$ cat config.mk
export PLATFORM = sky130hd
export DESIGN_NAME = damage_accum
export DESIGN_NICKNAME = d
export VERILOG_FILES = /design/src/game_pkg.sv /design/src/damage_accum.sv
export SDC_FILE = /design/constraint.sdc
export NUM_CORES = 1
export LEC_CHECK = 0
export ABC_AREA = 0
export BUFFER_PORTS_ARGS = -buffer_cell sky130_fd_sc_hd__buf_2
export CORE_MARGIN = 3
export CORE_UTILIZATION = 47
export DETAILED_ROUTE_END_ITERATION = 10
export PLACE_DENSITY = 0.85
export SETUP_SLACK_MARGIN = 0.4
export SYNTH_ARGS = -nofsm -noshare
export SYNTH_HDL_FRONTEND = slang
export SYNTH_SLANG_ARGS = --single-unit
export TNS_END_PERCENT = 1
$ cat constraint.sdc
create_clock -name clock -period 2.25 [get_ports clock]
set_input_delay 0.1125 -clock clock [delete_from_list [all_inputs] [get_ports clock]]
set_output_delay 0.1125 -clock clock [all_outputs]
set_load 0.005 [all_outputs]
$ cat src/game_pkg.sv
package game_pkg;

	// Bus and memory widths
	typedef logic [31:0] word_t;
	typedef logic [12:0] addr_t;       // Word address, bit 12 picks the window
	typedef logic [11:0] dmem_addr_t;
	typedef logic [4:0]  reg_idx_t;    // Address bits 6:2

	// Box fields carry X or width high, Y or height low
	typedef logic [31:0] box_t;
	typedef logic [15:0] coord_t;
	typedef logic [3:0]  coll_t;       // {inside, both, y, x}
	typedef logic [15:0] count_t;      // Damage and lives

	typedef enum logic [1:0] {
		HIT_IDLE,
		HIT_STRIKE,
		HIT_COOLDOWN
	} hit_state_t;

	// Register window map
	localparam reg_idx_t REG_POS_P1     = 5'd0;
	localparam reg_idx_t REG_POS_P2     = 5'd1;
	localparam reg_idx_t REG_SIZE_P1    = 5'd2;
	localparam reg_idx_t REG_SIZE_P2    = 5'd3;
	localparam reg_idx_t REG_STAGE_POS  = 5'd4;
	localparam reg_idx_t REG_STAGE_SIZE = 5'd5;
	localparam reg_idx_t REG_COLL_P1    = 5'd8;   // Read only from here to REG_REACH
	localparam reg_idx_t REG_COLL_P2    = 5'd9;
	localparam reg_idx_t REG_REACH      = 5'd10;
	localparam reg_idx_t REG_DAMAGE_P1  = 5'd12;
	localparam reg_idx_t REG_DAMAGE_P2  = 5'd13;
	localparam reg_idx_t REG_LIVES_P1   = 5'd14;
	localparam reg_idx_t REG_LIVES_P2   = 5'd15;
	localparam reg_idx_t REG_FRAME      = 5'd16;  // Read only

	// Starting layout of the arena
	localparam box_t RESET_POS_P1     = 32'h016000fa;
	localparam box_t RESET_POS_P2     = 32'h02a900fa;
	localparam box_t RESET_SIZE_P1    = 32'h0085007d;
	localparam box_t RESET_SIZE_P2    = 32'h00590055;
	localparam box_t RESET_STAGE_POS  = 32'h01580014;
	localparam box_t RESET_STAGE_SIZE = 32'h01CC006E;

	// Game rules
	localparam count_t START_LIVES = 16'd3;
	localparam count_t HIT_DAMAGE  = 16'd10;
	localparam count_t KO_DAMAGE   = 16'd100;

	localparam int FRAME_DIV       = 16;  // Cycles per frame, short for simulation
	localparam int COOLDOWN_FRAMES = 4;
	localparam int DIV_W           = $clog2(FRAME_DIV);
	localparam int COOL_W          = $clog2(COOLDOWN_FRAMES + 1);

	typedef logic [DIV_W-1:0]  div_t;
	typedef logic [COOL_W-1:0] cool_t;

endpackage

$ cat src/damage_accum.sv
`timescale 1ns/1ps

module damage_accum (
	input  logic             clock,
	input  logic             rst_n,
	input  logic             hit_in,       // Opponent landed a hit
	input  logic             load_damage,
	input  logic             load_lives,
	input  game_pkg::count_t load_value,
	output game_pkg::count_t damage,
	output game_pkg::count_t lives
);

	logic [$bits(game_pkg::count_t):0] sum;  // Extra bit keeps a huge load from wrapping
	logic                              knockout;

	assign sum      = {1'b0, damage} + {1'b0, game_pkg::HIT_DAMAGE};
	assign knockout = (sum >= {1'b0, game_pkg::KO_DAMAGE});

	always_ff @(posedge clock) begin
		if (!rst_n) begin
			damage <= '0;
			lives  <= game_pkg::START_LIVES;
		end else if (load_damage || load_lives) begin
			// Processor restart of a round beats a hit in the same cycle
			if (load_damage) begin
				damage <= load_value;
			end
			if (load_lives) begin
				lives <= load_value;
			end
		end else if (hit_in) begin
			if (knockout) begin
				damage <= '0;
				if (lives != '0) begin
					lives <= lives - 1'b1;  // Floor at zero
				end
			end else begin
				damage <= game_pkg::count_t'(sum);
			end
		end
	end

endmodule

==> results.toml <==
[synth]
synthesis.area_mm2 = 0.00199
synth_enable_flop_cells = 0
synthesis.nets = 277
yosys_warnings = 0
yosysUniqueCellTypes = 52
synth.yosys.seq_area_share_pct = 32.2
synth_top_flop_cell = "sky130_fd_sc_hd__dfxtp_1"
syn_avg_cell_area_um2 = 7.83
ys_seq_elements = 32
synth_cells = 254
synth-async-reset-ratio_pct = 0

[detailed_routing]
avgRoutedWirePerCell_um = 17.5
drtIter0Drc = 352
routed-via-count = 2519
route.final.wire_length_um = 6890
avgViaCountPerCell = 6.39
drtPass1Iterations = 5
post_route_ant_nets = 0
drcViolationCount = 0

[clock_tree]
ctsRootBufferMaster = "sky130_fd_sc_hd__clkbuf_8"
clock_path_buffers = 2
clock_tree.htree_level_count = 2
worstSkewPairLatency_ns = 0.29
cts.sinks = 32
holdBufCountCts = 0
cts_tree = "done"
cts-buffers-inserted = 5
cts.clk_slew.worst_paths_ns = 0.07

[min_path]
worst_hold_path_type = "input pin to flip-flop"
min_delay_endpoint = "damage[5]$_SDFFE_PN0P_"
holdPathStages = 3
timing.hold.worst.start = "load_value[5]"

[power_and_ir_drop]
power.density_mw_per_mm2 = 556
worst_ir_drop_vdd_mv = 0.359
leakage_nw = 1.23
total_power_mw = 1.57

[floorplanning]
start_util_pct = 49.3
dieHeight_um = 71.0
io_pins = 53
standard_cell_core_area_mm2 = 0.00403
rows = 23
fp.dieArea_mm2 = 0.00505
chipWidth_um = 71.0

[timing]
rsz0062_at_grt = "true"
fin_crit_ns = 2.43
worst_slew_pin_slew_ns = 0.568
fin_skew_ns = 0.00527
whs_ns = 0.0914
setup_viol = 18
maxSlewViolCount = 0
achievable-frequency_ghz = 0.411
slew-limit-headroom_pct = 61.8
setup_ws_final_ns = -0.182
hold_viol = 0
period_share_pct = 108

[setup_path]
critical_path.top_delay_family = "simple AND/OR/NAND/NOR gates"
crit_buf_inv = 3
critical_path_arrival_ns = 2.61
cp_slowest_stage_delay_ns = 0.46
crit_path_top_delay_cell = "sky130_fd_sc_hd__or4_4"
critical_path.endpoint_type = "flip-flop"
cp_max_fo = 6
cell_chain_critical_path = "inv_2, ha_4, nor4b_4, nand4_1, or4_4, a31o_4, o31ai_4, buf_6, clkbuf_16, mux2i_1, o21ai_1"
critical_path_depth = 11
crit_required_ns = 2.43
r2r_start = "lives[0]$_SDFFE_PN1P_"
critical_path_class = "flip-flop to flip-flop"
worst-r2r-cell-count = 11
r2r_end = "lives[4]$_SDFFE_PN0P_"
reg_to_reg_slack_setup_ns = -0.18
startpoint_type = "flip-flop"

[placed_design]
placement.io_buffers = 52
dp_hpwl_um = 4730
globalplace.congestion = 0.928
post-place-cells = 384

[outcome]
failed_checks = "negative setup slack"
run_status = "finished, violations left"

[job]
maxCapViolations = 0

[layout]
fin_nets = 367
drive_above_1_share_pct = 38.4
synthToLayoutAreaGrowth_pct = 42.2
finish.cell_count_without_fillers = 394
antenna_fix_cells = 0
fillers = 319

[global_routing]
antenna_violations_before_repair = 0
grt_usage_pct = 25.3
grt_first_pass_wirelength_um = 10300
overflow = 0
grt_start_max_net_pins = 23
grt_pass1_vias = 2201
state kept, by name, summed over array words and instances, names as in the netlist:
signal / flops
lives: 16
damage: 16
cell type report:
cell class	count	area, µm²	share of cell area (%)
Clock inverter	1	5.00	0.177
Multi-Input combinational cell	197	1330	47.1
Sequential cell	32	649	23.0
Tap cell	50	62.6	2.21
Clock buffer	6	72.6	2.57
Inverter	7	26.3	0.930
Timing Repair Buffer	101	681	24.1
worst reg2reg max path, cell delays in order, from the launching register on:
cell                        delay (ns)
sky130_fd_sc_hd__dfxtp_2          0.33
sky130_fd_sc_hd__inv_2            0.08
sky130_fd_sc_hd__ha_4             0.15
sky130_fd_sc_hd__nor4b_4          0.21
sky130_fd_sc_hd__nand4_1          0.19
sky130_fd_sc_hd__or4_4            0.46
sky130_fd_sc_hd__a31o_4           0.27
sky130_fd_sc_hd__o31ai_4          0.05
sky130_fd_sc_hd__buf_6            0.16
sky130_fd_sc_hd__clkbuf_16        0.15
sky130_fd_sc_hd__mux2i_1          0.20
sky130_fd_sc_hd__o21ai_1          0.07
layout by cell type, fill, tap and decap left out, types with 6 or more instances in the layout:
cell type,netlist,final
sky130_fd_sc_hd__buf_2,1,52
sky130_fd_sc_hd__buf_4,0,41
sky130_fd_sc_hd__nor3_1,13,11
sky130_fd_sc_hd__nand2_1,20,20
sky130_fd_sc_hd__a22oi_1,12,12
sky130_fd_sc_hd__o21ai_0,7,6
sky130_fd_sc_hd__o211ai_1,6,6
sky130_fd_sc_hd__buf_6,2,6
sky130_fd_sc_hd__dfxtp_1,32,27
sky130_fd_sc_hd__a21oi_1,12,12
sky130_fd_sc_hd__mux2i_1,8,6
sky130_fd_sc_hd__nor2_1,30,30
sky130_fd_sc_hd__nand3_1,15,14
repair_timing:
| action | 4_1_cts | 5_1_grt |
|---|---|---|
| setup buffers | 1 | 1 |
| endpoints found under the hold margin | 0 | 0 |
| pin swaps | 4 | 11 |
| resized for setup | 7 | 20 |
| setup endpoints to repair | 23 | 23 |
| cloned | 0 | 1 |
stage by stage:
| step | setup TNS, ns | cell area (µm²) | worst slack [ns] | util (%) |
|---|---|---|---|---|
| after floorplan | -1.04 | 2020 | -0.118 | - |
| after global placement | -2.19 | 2620 | -0.164 | 64.9 |
| after detailed placement | -2.62 | 2620 | -0.207 | 64.9 |
| after CTS | -2.37 | 2720 | -0.193 | 67.6 |
| after global routing | -3.82 | 2830 | -0.278 | 70.2 |
| final | -2.20 | 2830 | -0.182 | 70.2 |
how the worst max path moves through the flow:
stage / slack (ns) / from / end
floorplan: -0.12 / damage[3]$_SDFFE_PN0P_ / lives[3]$_SDFFE_PN0P_
global route: -0.28 / lives[1]$_SDFFE_PN1P_ / lives[7]$_SDFFE_PN0P_
detailed placement: -0.21 / damage[1]$_SDFFE_PN0P_ / damage[4]$_SDFFE_PN0P_
CTS: -0.19 / lives[0]$_SDFFE_PN1P_ / lives[10]$_SDFFE_PN0P_
global placement: -0.16 / lives[0]$_SDFFE_PN1P_ / lives[8]$_SDFFE_PN0P_
finish: -0.18 / lives[0]$_SDFFE_PN1P_ / lives[4]$_SDFFE_PN0P_
cell usage after synthesis (2+ instances only):
| library cell | number | area (µm²) |
|---|---|---|
| sky130_fd_sc_hd__mux2i_1 | 8 | 80.1 |
| sky130_fd_sc_hd__nand4_1 | 4 | 25.0 |
| sky130_fd_sc_hd__o31ai_1 | 5 | 37.5 |
| sky130_fd_sc_hd__ha_1 | 2 | 25.0 |
| sky130_fd_sc_hd__buf_6 | 2 | 22.5 |
| sky130_fd_sc_hd__a211o_1 | 3 | 26.3 |
| sky130_fd_sc_hd__and4_1 | 3 | 26.3 |
| sky130_fd_sc_hd__a221oi_1 | 3 | 26.3 |
| sky130_fd_sc_hd__nand3b_1 | 2 | 15.0 |
| sky130_fd_sc_hd__a211oi_1 | 3 | 22.5 |
| sky130_fd_sc_hd__a31oi_1 | 5 | 31.3 |
| sky130_fd_sc_hd__nand2b_1 | 2 | 12.5 |
| sky130_fd_sc_hd__xnor2_1 | 2 | 17.5 |
| sky130_fd_sc_hd__nor2b_1 | 2 | 12.5 |
| sky130_fd_sc_hd__nand3_1 | 15 | 75.1 |
| sky130_fd_sc_hd__clkbuf_1 | 12 | 45.0 |
| sky130_fd_sc_hd__nor4_1 | 4 | 25.0 |
| sky130_fd_sc_hd__a21oi_1 | 12 | 60.1 |
| sky130_fd_sc_hd__o22ai_1 | 4 | 25.0 |
| sky130_fd_sc_hd__a22oi_1 | 12 | 90.1 |
| sky130_fd_sc_hd__nand2_1 | 20 | 75.1 |
| sky130_fd_sc_hd__or4_1 | 2 | 15.0 |
| sky130_fd_sc_hd__nor2_1 | 30 | 113 |
| sky130_fd_sc_hd__dfxtp_1 | 32 | 641 |
| sky130_fd_sc_hd__o21ai_1 | 6 | 30.0 |
| sky130_fd_sc_hd__nor3_1 | 13 | 65.1 |
| sky130_fd_sc_hd__o21ai_0 | 7 | 35.0 |
| sky130_fd_sc_hd__o221a_1 | 2 | 22.5 |
| sky130_fd_sc_hd__o211ai_1 | 6 | 45.0 |
| sky130_fd_sc_hd__buf_1 | 3 | 11.3 |
| sky130_fd_sc_hd__nor3b_1 | 2 | 15.0 |
| sky130_fd_sc_hd__inv_1 | 6 | 22.5 |
kinds of logic (layout without fill, tap and decap cells):
family | count (synthesis) | in the layout | share of synthesized area (%)
XOR/XNOR | 3 | 3 | 1.32
buffers and inverters | 25 | 115 | 5.54
adder cells (fa/ha/maj) | 2 | 2 | 1.26
AND/OR/NAND/NOR | 102 | 102 | 25.4
multiplexers | 8 | 8 | 4.03
AO/OA/AOI/OAI | 82 | 82 | 30.2
flip-flops | 32 | 32 | 32.2
routing by layer:
layer	vias to the layer above	part of all wire, %	track usage, %
met5	-	0	0
met4	0	2.3	9.39
met2	158	49	41.0
met3	23	8.5	5.97
met1	1188	41	32.6
li1	1150	-	-
power breakdown:
| group | leakage (nW) | total [mW] | internal [mW] | switching [mW] |
|---|---|---|---|---|
| Sequential | 0.265 | 0.664 | 0.612 | 0.0517 |
| Combinational | 0.929 | 0.474 | 0.232 | 0.242 |
| Clock | 0.0410 | 0.435 | 0.210 | 0.224 |
| Total | 1.23 | 1.57 | 1.05 | 0.518 |
(Power assumes the default switching activity.)
