## src/game_pkg.sv

```systemverilog
package game_pkg;

	// Bus and memory widths
	typedef logic [31:0] word_t;
	typedef logic [12:0] addr_t;       // Word address, bit 12 picks the window
	typedef logic [11:0] dmem_addr_t;
	typedef logic [4:0]  reg_idx_t;    // Address bits 6:2

	// Box fields carry X or width high, Y or height low
	typedef logic [31:0] box_t;
	typedef logic [15:0] coord_t;
	typedef logic [3:0]  coll_t;       // {inside, both, y, x}
	typedef logic [15:0] count_t;      // Damage and lives

	typedef enum logic [1:0] {
		HIT_IDLE,
		HIT_STRIKE,
		HIT_COOLDOWN
	} hit_state_t;

	// Register window map
	localparam reg_idx_t REG_POS_P1     = 5'd0;
	localparam reg_idx_t REG_POS_P2     = 5'd1;
	localparam reg_idx_t REG_SIZE_P1    = 5'd2;
	localparam reg_idx_t REG_SIZE_P2    = 5'd3;
	localparam reg_idx_t REG_STAGE_POS  = 5'd4;
	localparam reg_idx_t REG_STAGE_SIZE = 5'd5;
	localparam reg_idx_t REG_COLL_P1    = 5'd8;   // Read only from here to REG_REACH
	localparam reg_idx_t REG_COLL_P2    = 5'd9;
	localparam reg_idx_t REG_REACH      = 5'd10;
	localparam reg_idx_t REG_DAMAGE_P1  = 5'd12;
	localparam reg_idx_t REG_DAMAGE_P2  = 5'd13;
	localparam reg_idx_t REG_LIVES_P1   = 5'd14;
	localparam reg_idx_t REG_LIVES_P2   = 5'd15;
	localparam reg_idx_t REG_FRAME      = 5'd16;  // Read only

	// Starting layout of the arena
	localparam box_t RESET_POS_P1     = 32'h016000fa;
	localparam box_t RESET_POS_P2     = 32'h02a900fa;
	localparam box_t RESET_SIZE_P1    = 32'h0085007d;
	localparam box_t RESET_SIZE_P2    = 32'h00590055;
	localparam box_t RESET_STAGE_POS  = 32'h01580014;
	localparam box_t RESET_STAGE_SIZE = 32'h01CC006E;

	// Game rules
	localparam count_t START_LIVES = 16'd3;
	localparam count_t HIT_DAMAGE  = 16'd10;
	localparam count_t KO_DAMAGE   = 16'd100;

	localparam int FRAME_DIV       = 16;  // Cycles per frame, short for simulation
	localparam int COOLDOWN_FRAMES = 4;
	localparam int DIV_W           = $clog2(FRAME_DIV);
	localparam int COOL_W          = $clog2(COOLDOWN_FRAMES + 1);

	typedef logic [DIV_W-1:0]  div_t;
	typedef logic [COOL_W-1:0] cool_t;

endpackage

```

## src/frame_timer.sv

```systemverilog
`timescale 1ns/1ps

module frame_timer (
	input  logic            clock,
	input  logic            rst_n,
	output logic            frame_tick,
	output game_pkg::word_t frame_count
);

	game_pkg::div_t div_cnt;

	// Last cycle of each frame
	assign frame_tick = (div_cnt == game_pkg::div_t'(game_pkg::FRAME_DIV - 1));

	always_ff @(posedge clock) begin
		if (!rst_n) begin
			div_cnt     <= '0;
			frame_count <= '0;
		end else if (frame_tick) begin
			div_cnt     <= '0;
			frame_count <= frame_count + 1'b1;
		end else begin
			div_cnt <= div_cnt + 1'b1;
		end
	end

endmodule

```

## config.mk

```make
export PLATFORM = sky130hd
export DESIGN_NAME = frame_timer
export DESIGN_NICKNAME = d
export VERILOG_FILES = /design/src/game_pkg.sv /design/src/frame_timer.sv
export SDC_FILE = /design/constraint.sdc
export NUM_CORES = 1
export LEC_CHECK = 0
export ABC_CLOCK_PERIOD_IN_PS = 2800
export BUFFER_PORTS_ARGS = -buffer_cell sky130_fd_sc_hd__buf_2
export CAP_MARGIN = 40
export CORE_MARGIN = 1
export CORE_UTILIZATION = 53
export CTS_CLUSTER_DIAMETER = 100
export DETAILED_ROUTE_END_ITERATION = 8
export HOLD_SLACK_MARGIN = 0.06
export PLACE_DENSITY = 0.78
export SYNTH_ARGS = -nofsm -noshare
export SYNTH_HDL_FRONTEND = slang
export SYNTH_SLANG_ARGS = --single-unit
```

## constraint.sdc

```tcl
create_clock -name clock -period 2.8 [get_ports clock]
set_input_delay 0.7 -clock clock [delete_from_list [all_inputs] [get_ports clock]]
set_output_delay 0.7 -clock clock [all_outputs]
set_load 0.05 [all_outputs]
```

==> out/summary.txt, run 1 <==
Chip height = 58.0 um
First-pass GRT wire length = 6480 um
FF-to-FF Start = div_cnt[0]
Outcome = finished, violations left
Area Overhead vs Synth = 14.7%
Max-slew violation count = 0
Die area = 3370 um2
Min-Delay Endpoint = frame_count[31]
Total track usage = 0.250
Leak pwr = 0.664 nW
CP delay by family, top = buffers and inverters
Initial Utilization = 0.583
FP Rows = 19
Worst r2r path cells = 5
Post-Syn Area = 1660 um2
Maximum vdd drop = 265 uV
Worst path buffer plus inverter count = 3
RSZ-0062 raised after global routing = no
Final Wtd Congestion = 0.829
# H-tree levels = 2
YS warnings = 0
Placed Instances = 254
Number of global-route vias before repair = 1472
Min-Delay Path Class = register to register
Post-synth EDFFs = 0
Post-CTS Setup Repair Bufs = 0
Mean post-synth cell area = 8.45 um2
CP max-delay cell = dfxtp_1
Post-route cell area = 1910 um2
Pwr/cell area = 435 nW/um2
Placeable core area = 2850 um2
Initial antenna violation count = 0
Pre-antenna DRT Iters = 6
Crit Path Max Fanout = 9
CTS root buf = clkbuf_4
DRC Markers = 3
Seq cells post-synth = 36
Ports = 35
Clk slew on worst S/H paths = 0.11 ns
Cell Area, Placed = 1850 um2
# hold bufs at CTS = 0
Net Count, Synth = 201
Post_cts resized = 0
Cts bufs inserted = 5
Drt wl/cell = 14.1 um
Final hold vios = 0
Grt total ovfl = 0
Synth Flop Type = dfxtp_1
Hold depth = 2
Worst Skew = 0.0100 ns
Setup TNS = 0 ns
CTS sink count = 36
Min cycle time layout = 2.42 ns
Crit-path max cell delay = 0.39 ns
Worst setup margin = 0.380 ns
Die X = 58.0 um
Reg2reg end = frame_count[22]
Antenna-violating nets left = 0
Total power = 829 uW
Antenna diode count = 0
Final WL = 3710 um
Final #Nets = 234
IO buf count = 34
Critical-path cell list = ha_1 > nand3_2 > buf_4 > inv_1 > buf_2
Violated checks = design-rule violations
Max frequency = 0.413 GHz
Worst-skew pair later-pin latency = 0.34 ns
Worst-margin pin slew = 0.568 ns
Synth async-reset ratio = 0
Layout Cells excl Fill = 262
Critical Path Source Type = register
Vias post-DR = 1628
Syn Inst Count = 197
Setup violators final = 0
Max-cap violations = 0
Share of cells above drive strength 1 = 0.199
Fillers = 259
Seq/Total Area, Yosys = 0.433
Via-to-Cell Ratio = 6.21
Maximum clock path buffer count = 2
DRT iter0 DRCs = 84
Cell variety after synth = 27
Largest net degree at the start of global routing = 35
Worst hold slack = 0.485 ns
Yosys top cell by area = dfxtp_1
WP data arrival = 1.72 ns
Hold Path Origin = frame_count[31]
CTS tree = done
Worst setup EP type = output pin
R2R Setup Slk = 0.39 ns
Post-synth top area share = 0.433
Critical path class = register to output pin
Largest cells by area after synthesis = dfxtp_1 (43%), or4_1 (7.2%), a21oi_1 (6.9%), o31ai_1 (5.4%), xnor2_1 (5.3%)
Utilization after layout = 0.669
DP Wirelength = 2610 um
Final Cycle Share = 0.864
Req. time, crit path = 2.10 ns
Slew margin rel. = 0.621
Pre-CTS setup slack = 0.428 ns
-- cells in the mapped netlist (2+ instances only) --
master / number
nand2_1: 12
ha_1: 2
nand3_1: 10
nor4_1: 5
inv_1: 7
xnor2_1: 10
or4_1: 16
dfxtp_1: 36
clkbuf_1: 9
nor2_1: 11
nor3_1: 4
and4_1: 2
o21ai_0: 9
nand4_1: 10
or3_1: 9
a21oi_1: 23
o31ai_1: 12
-- routing by layer --
metal | GRT usage | wire length [um] | vias to the layer above
li1 | - | - | 798
met1 | 0.319 | 1680 | 776
met2 | 0.406 | 1780 | 46
met3 | 0.0603 | 190 | 8
met4 | 0.102 | 56 | 0
met5 | 0 | 0 | -
-- cell type report --
type | instances | area (um2) | share of cell area
clock buffers | 7 | 55.1 | 0.0289
flip-flops and latches | 36 | 721 | 0.378
repair buffers | 37 | 193 | 0.101
clock inverters | 1 | 7.51 | 0.00393
multi-input cells | 142 | 863 | 0.452
inverters | 8 | 30.0 | 0.0157
well taps | 31 | 38.8 | 0.0203
-- power breakdown --
| part | internal [mW] | leakage [nW] | switching, mW |
|---|---|---|---|
| registers | 0.515 | 0.290 | 0.00379 |
| clock network | 0.123 | 0.0315 | 0.170 |
| logic | 0.00560 | 0.342 | 0.0114 |
-- how the worst max path moves through the flow --
stage               slack [ns]         endpoint  cells after the start            from
floorplan                 0.46  frame_count[22]                      6  frame_count[0]
global placement          0.55  frame_count[24]                      5      div_cnt[0]
detailed placement        0.43  frame_count[20]                      5      div_cnt[0]
CTS                       0.38       frame_tick                      5      div_cnt[0]
global route              0.28       frame_tick                      5      div_cnt[0]
finish                    0.38       frame_tick                      5      div_cnt[0]
-- cells in the final DEF, fill, tap and decap left out, types with 2 or more instances in the layout --
| cell | instances |
|---|---|
| ha_1 | 2 |
| nor2_1 | 11 |
| or3_1 | 9 |
| nand4_1 | 10 |
| buf_2 | 34 |
| nor4_1 | 5 |
| nand2_1 | 12 |
| o21ai_0 | 9 |
| nand3_1 | 10 |
| clkbuf_4 | 5 |
| dfxtp_1 | 36 |
| a21oi_1 | 23 |
| o31ai_1 | 12 |
| nor3_1 | 4 |
| and4_1 | 2 |
| or4_1 | 16 |
| xnor2_1 | 10 |
| inv_1 | 7 |
| buf_4 | 3 |
-- registers in the layout, indices dropped and copies added, names as in the netlist --
register,flops
frame_count,32
div_cnt,4
-- cells by family after synthesis --
| group | after synthesis | share of synthesized area |
|---|---|---|
| AO/OA/AOI/OAI | 46 | 0.160 |
| AND/OR/NAND/NOR | 83 | 0.286 |
| adder cells (fa/ha/maj) | 2 | 0.0150 |
| XOR/XNOR | 11 | 0.0579 |
| flip-flops | 36 | 0.433 |
| buffers and inverters | 19 | 0.0481 |
-- tightest hold or removal path, stage by stage (launching register included) --
cell and delay, ns:
dfxtp_1 0.33, o31ai_1 0.06, a21oi_1 0.06
(Power assumes the default switching activity.)
==> run 2, diff against run 1 <==
--- a/config.mk
+++ b/config.mk
@@ -9,11 +9,11 @@
 export BUFFER_PORTS_ARGS = -buffer_cell sky130_fd_sc_hd__buf_2
 export CAP_MARGIN = 40
 export CORE_MARGIN = 1
-export CORE_UTILIZATION = 53
+export CORE_UTILIZATION = 50
 export CTS_CLUSTER_DIAMETER = 100
 export DETAILED_ROUTE_END_ITERATION = 8
 export HOLD_SLACK_MARGIN = 0.06
-export PLACE_DENSITY = 0.78
+export PLACE_DENSITY = 0.74
 export SYNTH_ARGS = -nofsm -noshare
 export SYNTH_HDL_FRONTEND = slang
 export SYNTH_SLANG_ARGS = --single-unit
==> out/summary.txt, run 2 (synthesis gave the netlist of run 1 again) <==
Post-CTS Setup Repair Bufs = 0
Final #Nets = 232
Crit. path cell count = 5
FP Rows = 20
Min cycle time layout = 2.56 ns
Die X = 59.7 um
Slew margin rel. = 0.617
Initial antenna violation count = 0
Min-Delay Path Class = register to register
Critical path class = register to register
Worst Skew = 0.0103 ns
Number of global-route vias before repair = 1347
Crit Path Max Fanout = 19
Pwr/cell area = 441 nW/um2
Largest net degree at the start of global routing = 21
Chip height = 59.7 um
Max-cap violations = 0
Largest register FFs = 32
Worst-margin pin slew = 0.575 ns
Maximum clock path buffer count = 2
Via-to-Cell Ratio = 5.86
Commonest cells after routing, fill and taps aside = dfxtp_1 (36), buf_2 (34), a21oi_1 (23), or4_1 (16)
Pre-antenna DRT Iters = 4
CTS sink count = 36
Die area = 3560 um2
RSZ-0062 raised after global routing = no
Placeable core area = 3100 um2
Clk slew on worst S/H paths = 0.10 ns
Max frequency = 0.390 GHz
Req. time, crit path = 3.07 ns
Antenna-violating nets left = 0
CTS tree = done
First-pass GRT wire length = 5820 um
CP dominant cell by count = or4_1
Crit-path max cell delay = 0.87 ns
Max-slew violation count = 0
Final WL = 3740 um
Registers with the most flip-flops = frame_count: 32 flops, div_cnt: 4 flops
CP delay by family, top = simple AND/OR/NAND/NOR gates
Hold depth = 2
IO buf count = 34
Share of cells above drive strength 1 = 0.193
# hold bufs at CTS = 0
Setup TNS = 0 ns
DRT iter0 DRCs = 68
Total track usage = 0.221
Worst setup EP type = register
Worst path buffer plus inverter count = 0
Cts bufs inserted = 5
Critical Path Source Type = register
Final hold vios = 0
Commonest non-fill, non-tap cell in the layout = dfxtp_1
Critical-path cell list = ha_1 > nand3_2 > or4_1 > or4_1 > a21oi_1
# H-tree levels = 2
WP data arrival = 2.83 ns
Placed Instances = 265
Worst r2r path cells = 5
Area Overhead vs Synth = 14.9%
Final Cycle Share = 0.915
R2R Setup Slk = 0.24 ns
Maximum vdd drop = 347 uV
Outcome = finished clean
Layout Cells excl Fill = 272
Worst-skew pair later-pin latency = 0.34 ns
Vias post-DR = 1594
Leak pwr = 0.662 nW
Grt total ovfl = 0
Biggest register = frame_count
Initial Utilization = 0.536
DP Wirelength = 2630 um
Setup violators final = 0
Drt wl/cell = 13.7 um
Final Wtd Congestion = 0.784
Post_cts resized = 0
Antenna diode count = 0
Ports = 35
CP max-delay cell = or4_1
DRC Markers = 0
CTS root buf = clkbuf_4
run 2: cell count changes in the layout (fill, tap and decap cells not counted):
cell,before,now
clkbuf_8,1,2
clkinvlp_4,1,0
clkbuf_1,1,0
buf_4,3,1
run 2: area by class of cell:
| class | instances | area (um2) |
|---|---|---|
| clock buffer | 7 | 65.1 |
| inverter | 8 | 30.0 |
| sequential | 36 | 721 |
| multi-input combinational | 142 | 863 |
| fill | 307 | 1190 |
| timing repair buffer | 35 | 178 |
| tap | 44 | 55.1 |
run 2: routing by layer:
metal  wire length (um)  track usage  vias to the layer above
met1               1700        0.259                      761
met5                  0            0                        -
met3                133       0.0671                        5
met2               1860        0.379                       31
met4                 40       0.0764                        0
li1                   -            -                      797
run 2: per-stage QoR:
stage | utilization | worst slack, ns | hold WS (ns) | cell area (um2) | power, mW
3_3_place_gp | 0.595 | 0.395 | 0.466 | 1850 | 0.547
4_1_cts | 0.616 | 0.248 | 0.501 | 1910 | 0.849
6_report | 0.616 | 0.237 | 0.491 | 1910 | 0.844
5_1_grt | 0.616 | 0.0989 | 0.532 | 1910 | 0.881
2_1_floorplan | - | 0.459 | 0.454 | 1660 | 0.543
3_5_place_dp | 0.595 | 0.280 | 0.486 | 1850 | 0.549
run 2: path summary, 6_finish.rpt:
kind,end,from
setup / recovery,frame_count[20],div_cnt[0]
hold / removal,frame_count[31],frame_count[31]
setup reg to reg,frame_count[20],div_cnt[0]
hold reg to reg,frame_count[31],frame_count[31]
run 2: worst min-delay path, cell delays in order, from the launching register on:
cell and delay, ns:
dfxtp_1 0.34, o31ai_1 0.06, a21oi_1 0.05
run 2: report_power, final:
part	internal, mW	switching, mW	total [mW]
registers	0.515	0.00396	0.519
clock network	0.142	0.165	0.307
logic	0.00557	0.0118	0.0174
total	0.663	0.181	0.844
