File: src/game_pkg.sv
package game_pkg;

	// Bus and memory widths
	typedef logic [31:0] word_t;
	typedef logic [12:0] addr_t;       // Word address, bit 12 picks the window
	typedef logic [11:0] dmem_addr_t;
	typedef logic [4:0]  reg_idx_t;    // Address bits 6:2

	// Box fields carry X or width high, Y or height low
	typedef logic [31:0] box_t;
	typedef logic [15:0] coord_t;
	typedef logic [3:0]  coll_t;       // {inside, both, y, x}
	typedef logic [15:0] count_t;      // Damage and lives

	typedef enum logic [1:0] {
		HIT_IDLE,
		HIT_STRIKE,
		HIT_COOLDOWN
	} hit_state_t;

	// Register window map
	localparam reg_idx_t REG_POS_P1     = 5'd0;
	localparam reg_idx_t REG_POS_P2     = 5'd1;
	localparam reg_idx_t REG_SIZE_P1    = 5'd2;
	localparam reg_idx_t REG_SIZE_P2    = 5'd3;
	localparam reg_idx_t REG_STAGE_POS  = 5'd4;
	localparam reg_idx_t REG_STAGE_SIZE = 5'd5;
	localparam reg_idx_t REG_COLL_P1    = 5'd8;   // Read only from here to REG_REACH
	localparam reg_idx_t REG_COLL_P2    = 5'd9;
	localparam reg_idx_t REG_REACH      = 5'd10;
	localparam reg_idx_t REG_DAMAGE_P1  = 5'd12;
	localparam reg_idx_t REG_DAMAGE_P2  = 5'd13;
	localparam reg_idx_t REG_LIVES_P1   = 5'd14;
	localparam reg_idx_t REG_LIVES_P2   = 5'd15;
	localparam reg_idx_t REG_FRAME      = 5'd16;  // Read only

	// Starting layout of the arena
	localparam box_t RESET_POS_P1     = 32'h016000fa;
	localparam box_t RESET_POS_P2     = 32'h02a900fa;
	localparam box_t RESET_SIZE_P1    = 32'h0085007d;
	localparam box_t RESET_SIZE_P2    = 32'h00590055;
	localparam box_t RESET_STAGE_POS  = 32'h01580014;
	localparam box_t RESET_STAGE_SIZE = 32'h01CC006E;

	// Game rules
	localparam count_t START_LIVES = 16'd3;
	localparam count_t HIT_DAMAGE  = 16'd10;
	localparam count_t KO_DAMAGE   = 16'd100;

	localparam int FRAME_DIV       = 16;  // Cycles per frame, short for simulation
	localparam int COOLDOWN_FRAMES = 4;
	localparam int DIV_W           = $clog2(FRAME_DIV);
	localparam int COOL_W          = $clog2(COOLDOWN_FRAMES + 1);

	typedef logic [DIV_W-1:0]  div_t;
	typedef logic [COOL_W-1:0] cool_t;

endpackage

File: src/collision_unit.sv
`timescale 1ns/1ps

module collision_unit (
	input  game_pkg::box_t  box_pos,
	input  game_pkg::box_t  box_size,
	input  game_pkg::box_t  ref_pos,
	input  game_pkg::box_t  ref_size,
	output game_pkg::coll_t coll
);

	game_pkg::coord_t bx, by, bw, bh;
	game_pkg::coord_t rx, ry, rw, rh;
	logic [16:0] b_right, b_bottom;  // One spare bit so edges never wrap
	logic [16:0] r_right, r_bottom;
	logic ovl_x, ovl_y, in_x, in_y;

	assign {bx, by} = box_pos;
	assign {bw, bh} = box_size;
	assign {rx, ry} = ref_pos;
	assign {rw, rh} = ref_size;

	assign b_right  = {1'b0, bx} + {1'b0, bw};
	assign b_bottom = {1'b0, by} + {1'b0, bh};
	assign r_right  = {1'b0, rx} + {1'b0, rw};
	assign r_bottom = {1'b0, ry} + {1'b0, rh};

	// Each start below the other's far edge
	assign ovl_x = ({1'b0, bx} < r_right) && ({1'b0, rx} < b_right);
	assign ovl_y = ({1'b0, by} < r_bottom) && ({1'b0, ry} < b_bottom);

	assign in_x = (bx >= rx) && (b_right <= r_right);
	assign in_y = (by >= ry) && (b_bottom <= r_bottom);

	assign coll = {in_x && in_y, ovl_x && ovl_y, ovl_y, ovl_x};

endmodule

File: config.mk
export PLATFORM = sky130hd
export DESIGN_NAME = collision_unit
export DESIGN_NICKNAME = d
export VERILOG_FILES = /design/src/game_pkg.sv /design/src/collision_unit.sv
export SDC_FILE = /design/constraint.sdc
export NUM_CORES = 1
export LEC_CHECK = 0
export BUFFER_PORTS_ARGS = -buffer_cell sky130_fd_sc_hd__buf_2
export CAP_MARGIN = 20
export CORE_MARGIN = 2
export CORE_UTILIZATION = 49
export DETAILED_ROUTE_END_ITERATION = 6
export GPL_TIMING_DRIVEN = 0
export PLACE_DENSITY_LB_ADDON = 0.12
export REMOVE_ABC_BUFFERS = 1
export SYNTH_ARGS = -nofsm -noshare
export SYNTH_HDL_FRONTEND = slang
export SYNTH_SLANG_ARGS = --single-unit
File: constraint.sdc
create_clock -name vclk -period 7.2
set_input_delay 1.44 -clock vclk [all_inputs]
set_output_delay 1.44 -clock vclk [all_outputs]
set_load 0.05 [all_outputs]
==> out/qor.yml, run 1 <==
finish:
  multi_input_area_um2: 5360
  seq_cell_count: 0
  drive_gt1_share_pct: 17.3
  nets: 1188
  syn_to_final_growth_pct: 15.3
  final_core_util_pct: 57.6
  n_fill_cell: 1047
  final_area_um2: 6520
  nClkBuffers: 0
  finalNonFillerCells: 1011
  seq_area_um2: 0
  n_antenna_cell: 0
route:
  wl_per_cell_um: 14.6
  route.detailed.drc: 0
  routed_wl_mm: 14.8
  drtPass1Iterations: 4
  antenna_left: 0
  dr.first_iter.drc_count: 233
  viasPerCell: 5.68
  vias: 5744
logic_synthesis:
  synth_area_um2: 5650
  synth_cells: 736
  yosysSeqAreaShare_pct: 0
  ys_warn_count: 0
  synth_area_per_cell_um2: 7.68
  synth.most_common_cell: "ha_1"
  ys_top_cells_by_area: "ha_1 41%, a21oi_1 5.8%, inv_1 5.4%"
  synth_commonest_cells: "186 x ha_1, 81 x inv_1, 65 x a21oi_1"
  synth_top_area_share_pct: 41.2
  synth_largest_area_cell: "ha_1"
  synth_cell_types: 59
flow_run:
  cap_violations: 0
critical_path:
  cp.required_ns: 5.76
  critPathMaxStageDelay_ns: 0.43
  path_cells: "buf_2 -> ha_1 -> fa_1 -> a21oi_1 -> o2111ai_1 -> o31ai_2 -> buf_4 -> buf_4 -> o211ai_1 -> a21o_1 -> a21o_1 -> ha_1 -> nand4_1 -> nor4_1 -> nand4_1 -> a311oi_1 -> buf_2"
  critical_path_class: "in -> out"
  startpoint: "box_pos[16]"
  end_kind: "primary output"
  arrival_ns: 5.46
  crit_path_start_kind: "primary input"
  crit_fanout: 3
  slowest_stage: "nor4_1"
sta:
  fin_setup_tns_ns: 0
  rsz0062_at_grt: "no"
  max_slew_margin_pct: 60.1
  hold_slack_ns: 3.55
  min_period_ns: 6.90
  drv_slew: 0
  max_freq_ghz: 0.145
  worst_slack_ns: 0.297
  hold_viol: 0
  tightest_slew_ns: 0.597
  min_period_over_period_pct: 95.9
  finalSetupViolCount: 0
power:
  power.switching_uw: 446
  power.share.clock_pct: 0
  pwr-share-comb_pct: 100.0
  power_leakage_nw: 3.60
  power_uw: 786
  p_per_area_nw_per_um2: 121
  p_sw_share_pct: 56.7
  intPower_uw: 340
  pwr-share-seq_pct: 0
  ir_drop_v: 0.0000601
floorplanning:
  rows: 39
  design.die.area_um2: 12400
  die_y_um: 111
  die_w_um: 111
  pin_count: 132
  start_util_pct: 49.9
  design.core.area_um2: 11300
grt:
  grt_pass1_vias: 5743
  grt_overflow: 0
  track_usage_pct: 23.1
  grt_pass1_wl_mm: 24.6
  grt_max_degree: 9
  antenna_found_initial: 0
min_path:
  worstHoldPathType: "in -> out"
  min_from: "ref_pos[31]"
place:
  dpl.hpwl_mm: 13.6
  place_ws_ns: -0.0391
  placed_area_um2: 6480
  portBuffers: 132
  routabilityCongestion: 0.892
  dp.cells: 1009
outcome:
  status: "complete, no violations"
clocking:
  hold_buffers: 0
## per-layer routing
layer | share of wire (%) | up-vias | GRT usage, %
met2 | 49 | 109 | 44.0
met3 | 3.7 | 22 | 1.03
li1 | - | 3012 | -
met5 | 0 | - | 0
met1 | 45 | 2601 | 29.1
met4 | 1.8 | 0 | 4.12
## kinds of logic (layout without fill, tap and decap cells)
group	Yosys count	in the layout	synth area share, %
buf+inv	83	215	5.65
mux	1	1	0.199
simple gates	169	169	15.2
fa+ha+maj	191	191	42.8
compound gates	235	235	27.4
xor+xnor	57	57	8.83
## final timing paths
| path | end | cells after the start |
|---|---|---|
| worst max-delay path | coll[3] | 17 |
| worst min-delay path | coll[2] | 6 |
## cell type report
type / instances / share of cell area [%]
inverters: 81 / 4.67
repair buffers: 134 / 10.4
well taps: 143 / 2.75
multi-input cells: 653 / 82.2
## cells in the final DEF, fill, tap and decap left out, types with 12 or more instances in the layout
cell     instances
nor2b_1         15
o21ai_0         41
xor2_1          28
buf_2          131
inv_1           81
a21o_1          40
nand4_1         14
o21a_1          12
nor2_1          47
xnor2_1         29
ha_1           186
nand3_1         13
a21oi_1         65
nand2_1         27
## power groups by stage
stage               Combinational, mW  Clock (mW)  Sequential (mW)
finish                          0.786           0                0
global route                    0.892           0                0
CTS                             0.779           0                0
detailed placement              0.774           0                0
global placement                0.743           0                0
floorplan                       0.566           0                0
## what timing repair did
| action | in CTS | in global routing |
|---|---|---|
| pin swaps | 0 | 1 |
| buffers inserted | 0 | 2 |
| gates resized for setup | 1 | 6 |
| setup endpoints to repair | 1 | 3 |
| cloned | 0 | 0 |
## worst max-delay path: cells and delay by family
family	cells	cell delay [ns]
AOI/OAI and AO/OA	7	1.65
adders and majority gates	3	0.93
and+or+nand+nor	3	0.74
buffers and inverters	4	0.70
Note: power is estimated with default switching activity, not from simulation.
==> run 2, diff against run 1 <==
==> constraint.sdc (replaced) <==
create_clock -name vclk -period 7.2
set_input_delay 2.16 -clock vclk [all_inputs]
set_output_delay 2.16 -clock vclk [all_outputs]
set_load 0.05 [all_outputs]
==> run 2 against run 1 <==
Against the previous run: routed wire length rose by 9.1%; highest routed layer unchanged; the run now ends with negative setup slack left; sequential share of layout area unchanged; global-route usage is 1.5 points higher; die area stayed put; largest cell class unchanged.
==> out/qor.yml, run 2 (synthesis gave the netlist of run 1 again) <==
critical_path:
  crit_fanout: 4  # +1
  critical_path_class: "in -> out"
  arrival_ns: 5.70  # +0.24 ns
  path_cells: "buf_2 -> ha_1 -> a21o_1 -> a21o_1 -> a21oi_2 -> o21ai_4 -> a211oi_2 -> o31ai_1 -> a21oi_1 -> xor2_1 -> ha_1 -> nand4_1 -> nor2_1 -> nor2_1 -> nand2_1 -> a221o_1 -> a311oi_2 -> buf_6"
  end_kind: "primary output"
  crit_path_start_kind: "primary input"
  cp.required_ns: 5.04  # -0.72 ns
  slowest_stage: "a221o_1"
  critPathMaxStageDelay_ns: 0.37  # -0.06 ns
finish:
  final_core_util_pct: 65.3  # +7.7 points
  final_common_cell: "ha_1"
  nets: 1222  # +2.9%
  nClkBuffers: 0  # unchanged
  syn_to_final_growth_pct: 30.8
  drive_gt1_share_pct: 28.9  # +12 points
  final_area_um2: 7390  # +13%
  finalNonFillerCells: 1045  # +3.4%
  n_fill_cell: 942  # -10%
  seq_area_um2: 0  # unchanged
  seq_cell_count: 0  # unchanged
  n_antenna_cell: 0  # unchanged
  final_cell_mix: "170 x ha_1, 122 x buf_2, 78 x inv_1, 50 x a21oi_1, 46 x nor2_1"
sta:
  finalSetupViolCount: 4  # +4
  min_period_ns: 7.86  # +0.957 ns
  drv_slew: 0  # unchanged
  max_freq_ghz: 0.127  # -12%
  max_slew_margin_pct: 54.7  # -5.4 points
  rsz0062_at_grt: "yes"
  hold_viol: 0  # unchanged
  tightest_slew_ns: 0.675  # +0.0775 ns
  worst_slack_ns: -0.660  # -0.957 ns
  min_period_over_period_pct: 109  # +13 points
grt:
  grt_max_degree: 9  # unchanged
  grt_pass1_vias: 5987  # +4.2%
  grt_pass1_wl_mm: 26.2  # +6.6%
  grt_overflow: 0  # unchanged
  antenna_found_initial: 0  # unchanged
  track_usage_pct: 24.6  # +1.5 points
route:
  routed_wl_mm: 16.1  # +9.1%
  dr.first_iter.drc_count: 240  # +3.0%
  wl_per_cell_um: 15.4  # +5.5%
  route.detailed.drc: 0  # unchanged
  viasPerCell: 5.66  # -0.42%
  drtPass1Iterations: 4  # unchanged
  antenna_left: 0  # unchanged
  vias: 5912  # +2.9%
floorplanning:
  design.die.area_um2: 12400  # unchanged
  pin_count: 132  # unchanged
  rows: 39  # unchanged
  design.core.area_um2: 11300  # unchanged
  die_y_um: 111  # unchanged
  start_util_pct: 49.9  # unchanged
  die_w_um: 111  # unchanged
place:
  dpl.hpwl_mm: 13.6  # unchanged
  dp.cells: 1009  # unchanged
  portBuffers: 132  # unchanged
  placed_area_um2: 6480  # unchanged
  routabilityCongestion: 0.892  # unchanged
flow_run:
  cap_violations: 0  # unchanged
outcome:
  violations: "negative setup slack"
  status: "finished with violations"
min_path:
  hold_depth: 6  # unchanged
  worstHoldPathType: "in -> out"
  min_to: "coll[0]"
  min_from: "ref_pos[31]"
power:
  ir_drop_v: 0.0000651  # +8.3%
  p_per_area_nw_per_um2: 129  # +6.7%
  power_leakage_nw: 3.87  # +7.5%
## run 2: worst max-delay path: cells and delay by family
kind	cells	cell delay, ns
AOI/OAI and AO/OA	9	1.91
xor gates and xnor gates	1	0.26
adders and majority gates	2	0.60
buffers and inverters	2	0.35
and+or+nand+nor	4	0.42
## run 2: worst max path at each step
stage                           start       to  slack (ns)  cells after the start
after floorplan           box_pos[16]  coll[2]       -1.39                     16
after global placement    box_pos[16]  coll[2]       -1.47                     18
after detailed placement  box_pos[16]  coll[2]       -1.48                     18
after CTS                 box_size[0]  coll[3]       -0.75                     18
after global routing       box_pos[0]  coll[2]       -0.84                     20
final                      ref_pos[1]  coll[3]       -0.66                     18
## run 2: final cells by class
class / count / area (µm²) / share of cell area, %
inverters: 81 / 304 / 4.11
repair buffers: 168 / 986 / 13.3
well taps: 143 / 179 / 2.42
multi-input cells: 653 / 5930 / 80.1
## run 2: what timing repair did
action                     CTS  global route
hold buffers                 0             0
setup endpoints to repair    4             4
gates resized for setup     75            50
pin swaps                   59            56
buffers inserted            26            10
## run 2: through the flow
stage	setup slack [ns]	setup TNS [ns]	hold slack (ns)	total power [mW]
2_1_floorplan	-1.39	-3.89	4.79	0.566
3_3_place_gp	-1.47	-5.12	5.00	0.743
3_5_place_dp	-1.48	-5.19	5.01	0.774
4_1_cts	-0.753	-2.54	5.00	0.876
5_1_grt	-0.838	-3.02	5.04	1.06
6_report	-0.660	-2.35	4.99	0.952
## run 2: power by group
part | total (mW) | internal [mW] | switching, mW
Clock | 0 | 0 | 0
Combinational | 0.952 | 0.434 | 0.518
Sequential | 0 | 0 | 0
## run 2: routing by layer
metal  GRT usage [%]  wire (µm)  vias to the layer above
met4            2.88        222                        0
met2            48.1       8280                      119
li1                -          -                     3071
met3            1.36        552                       21
met1            30.5       7080                     2701
met5               0          0                        -
==> run 3, diff against run 2 <==
--- a/config.mk
+++ b/config.mk
@@ -13,6 +13,7 @@
 export GPL_TIMING_DRIVEN = 0
 export PLACE_DENSITY_LB_ADDON = 0.12
 export REMOVE_ABC_BUFFERS = 1
+export SKIP_LAST_GASP = 1
 export SYNTH_ARGS = -nofsm -noshare
 export SYNTH_HDL_FRONTEND = slang
 export SYNTH_SLANG_ARGS = --single-unit
==> run 3 against run 2 <==
Against the previous run: die area did not move; global-route usage barely moved; sequential share of layout area did not move; routed wire length fell by 0.66%; sequential cell count did not move; maximum frequency fell by 0.25%; critical path depth did not move; the run still ends with negative setup slack left; cell area fell by 0.71%; combinational power fell by 2%; non-clock buffer count did not move.
==> out/qor.yml, run 3 (synthesis gave the netlist of run 1 again) <==
outcome:
  status: "finished with violations"
  violations: "negative setup slack"
min_path:
  min_to: "coll[0]"
  worstHoldPathType: "in -> out"
  min_from: "ref_pos[31]"
  hold_depth: 6  # unchanged
sta:
  finalSetupViolCount: 4  # unchanged
  max_slew_margin_pct: 54.7  # about the same
  rsz0062_at_grt: "yes"
  tightest_slew_ns: 0.674  # -0.000271 ns
  drv_slew: 0  # unchanged
  worst_slack_ns: -0.680  # -0.0198 ns
  max_freq_ghz: 0.127  # -0.25%
  min_period_ns: 7.88  # +0.0198 ns
  hold_viol: 0  # unchanged
  min_period_over_period_pct: 109  # +0.28 points
grt:
  grt_max_degree: 9  # unchanged
  track_usage_pct: 24.6  # about the same
  grt_overflow: 0  # unchanged
  antenna_found_initial: 0  # unchanged
  grt_pass1_wl_mm: 26.2  # about the same
  grt_pass1_vias: 5996  # +0.15%
finish:
  n_antenna_cell: 0  # unchanged
  syn_to_final_growth_pct: 29.9
  final_common_cell: "ha_1"
  final_core_util_pct: 64.9  # -0.46 points
  seq_area_um2: 0  # unchanged
  seq_cell_count: 0  # unchanged
  final_cell_mix: "171 x ha_1, 123 x buf_2, 78 x inv_1, 52 x a21oi_1, 47 x nor2_1"
  nClkBuffers: 0  # unchanged
  n_fill_cell: 949  # +0.74%
  drive_gt1_share_pct: 28.3  # -0.67 points
  nets: 1222  # unchanged
place:
  dpl.hpwl_mm: 13.6  # unchanged
  portBuffers: 132  # unchanged
  routabilityCongestion: 0.892  # unchanged
critical_path:
  worst-path-buf-inv: 3  # +1
  critical_path.most_common_cell: "buf_6"
  arrival_ns: 5.72  # +0.02 ns
  crit_fanout: 2  # -2
  path_depth: 18  # unchanged
  path_cells: "buf_6 -> ha_4 -> fa_2 -> a21oi_4 -> a2bb2oi_2 -> o211ai_1 -> o41a_1 -> a31oi_2 -> xor2_1 -> inv_1 -> ha_1 -> a21oi_1 -> nor2b_1 -> o21ai_1 -> nand2_1 -> a221o_1 -> a311oi_2 -> buf_6"
  crit_path_start_kind: "primary input"
  crit_family: "compound AO/OA/AOI/OAI gates"
  end_kind: "primary output"
  critical_path_class: "in -> out"
  critPathMaxStageDelay_ns: 0.38  # about the same
  cp.required_ns: 5.04  # about the same
  slowest_stage: "o41a_1"
floorplanning:
  die_w_um: 111  # unchanged
  start_util_pct: 49.9  # unchanged
  rows: 39  # unchanged
  design.core.area_um2: 11300  # unchanged
  die_y_um: 111  # unchanged
  design.die.area_um2: 12400  # unchanged
  pin_count: 132  # unchanged
power:
  ir_drop_v: 0.0000642  # -1.3%
  p_per_area_nw_per_um2: 127  # -1.1%
  power_leakage_nw: 3.87  # about the same
  power_uw: 934  # -1.8%
route:
  vias: 5932  # +0.34%
  routed_wl_mm: 16.0  # -0.66%
  antenna_left: 0  # unchanged
  viasPerCell: 5.68  # +0.34%
  wl_per_cell_um: 15.3  # -0.66%
  route.detailed.drc: 0  # unchanged
  drtPass1Iterations: 4  # unchanged
  dr.first_iter.drc_count: 209  # -13%
flow_run:
  cap_violations: 0  # unchanged
clocking:
  hold_buffers: 0  # unchanged
==> run 3: cell counts in the layout (fill, tap and decap cells not counted) <==
No cell type changed its count.
==> run 3: power by group <==
group | total, mW | internal (mW) | switching [mW]
registers | 0 | 0 | 0
clock network | 0 | 0 | 0
logic | 0.934 | 0.426 | 0.508
total | 0.934 | 0.426 | 0.508
==> run 3: final cells by class <==
class | instances | area [µm²] | area share [%]
multi-input combinational | 653 | 5880 | 80.1
timing repair buffer | 168 | 980 | 13.3
inverter | 81 | 304 | 4.14
tap | 143 | 179 | 2.44
==> run 3: stage by stage <==
step	setup WS (ns)	cells	area, µm²	TNS [ns]	hold slack, ns
after floorplan	-1.39	734	5640	-3.89	4.79
after global placement	-1.47	1009	6480	-5.12	5.00
after detailed placement	-1.48	1009	6480	-5.19	5.01
after CTS	-0.753	1035	7040	-2.54	5.00
after global routing	-0.867	1045	7340	-3.11	5.04
final	-0.680	1045	7340	-2.39	4.99
==> run 3: worst max path at each step <==
stage / startpoint / to / slack [ns]
after CTS: box_size[0] / coll[3] / -0.75
after global placement: box_pos[16] / coll[2] / -1.47
after floorplan: box_pos[16] / coll[2] / -1.39
after detailed placement: box_pos[16] / coll[2] / -1.48
final: box_pos[0] / coll[3] / -0.68
after global routing: box_pos[0] / coll[2] / -0.87
==> run 3: repair_timing <==
item / 4_1_cts / 5_1_grt
endpoints found under the setup margin: 4 / 4
hold endpoints to repair: 0 / 0
cloned: 0 / 0
pin swaps: 59 / 54
resized for setup: 73 / 41
buffers inserted: 26 / 10
==> run 3: per-layer routing <==
layer / GRT usage (%) / wire [µm]
met2: 47.8 / 8150
met4: 3.54 / 269
met1: 30.3 / 7040
met3: 1.47 / 574
met5: 0 / 0
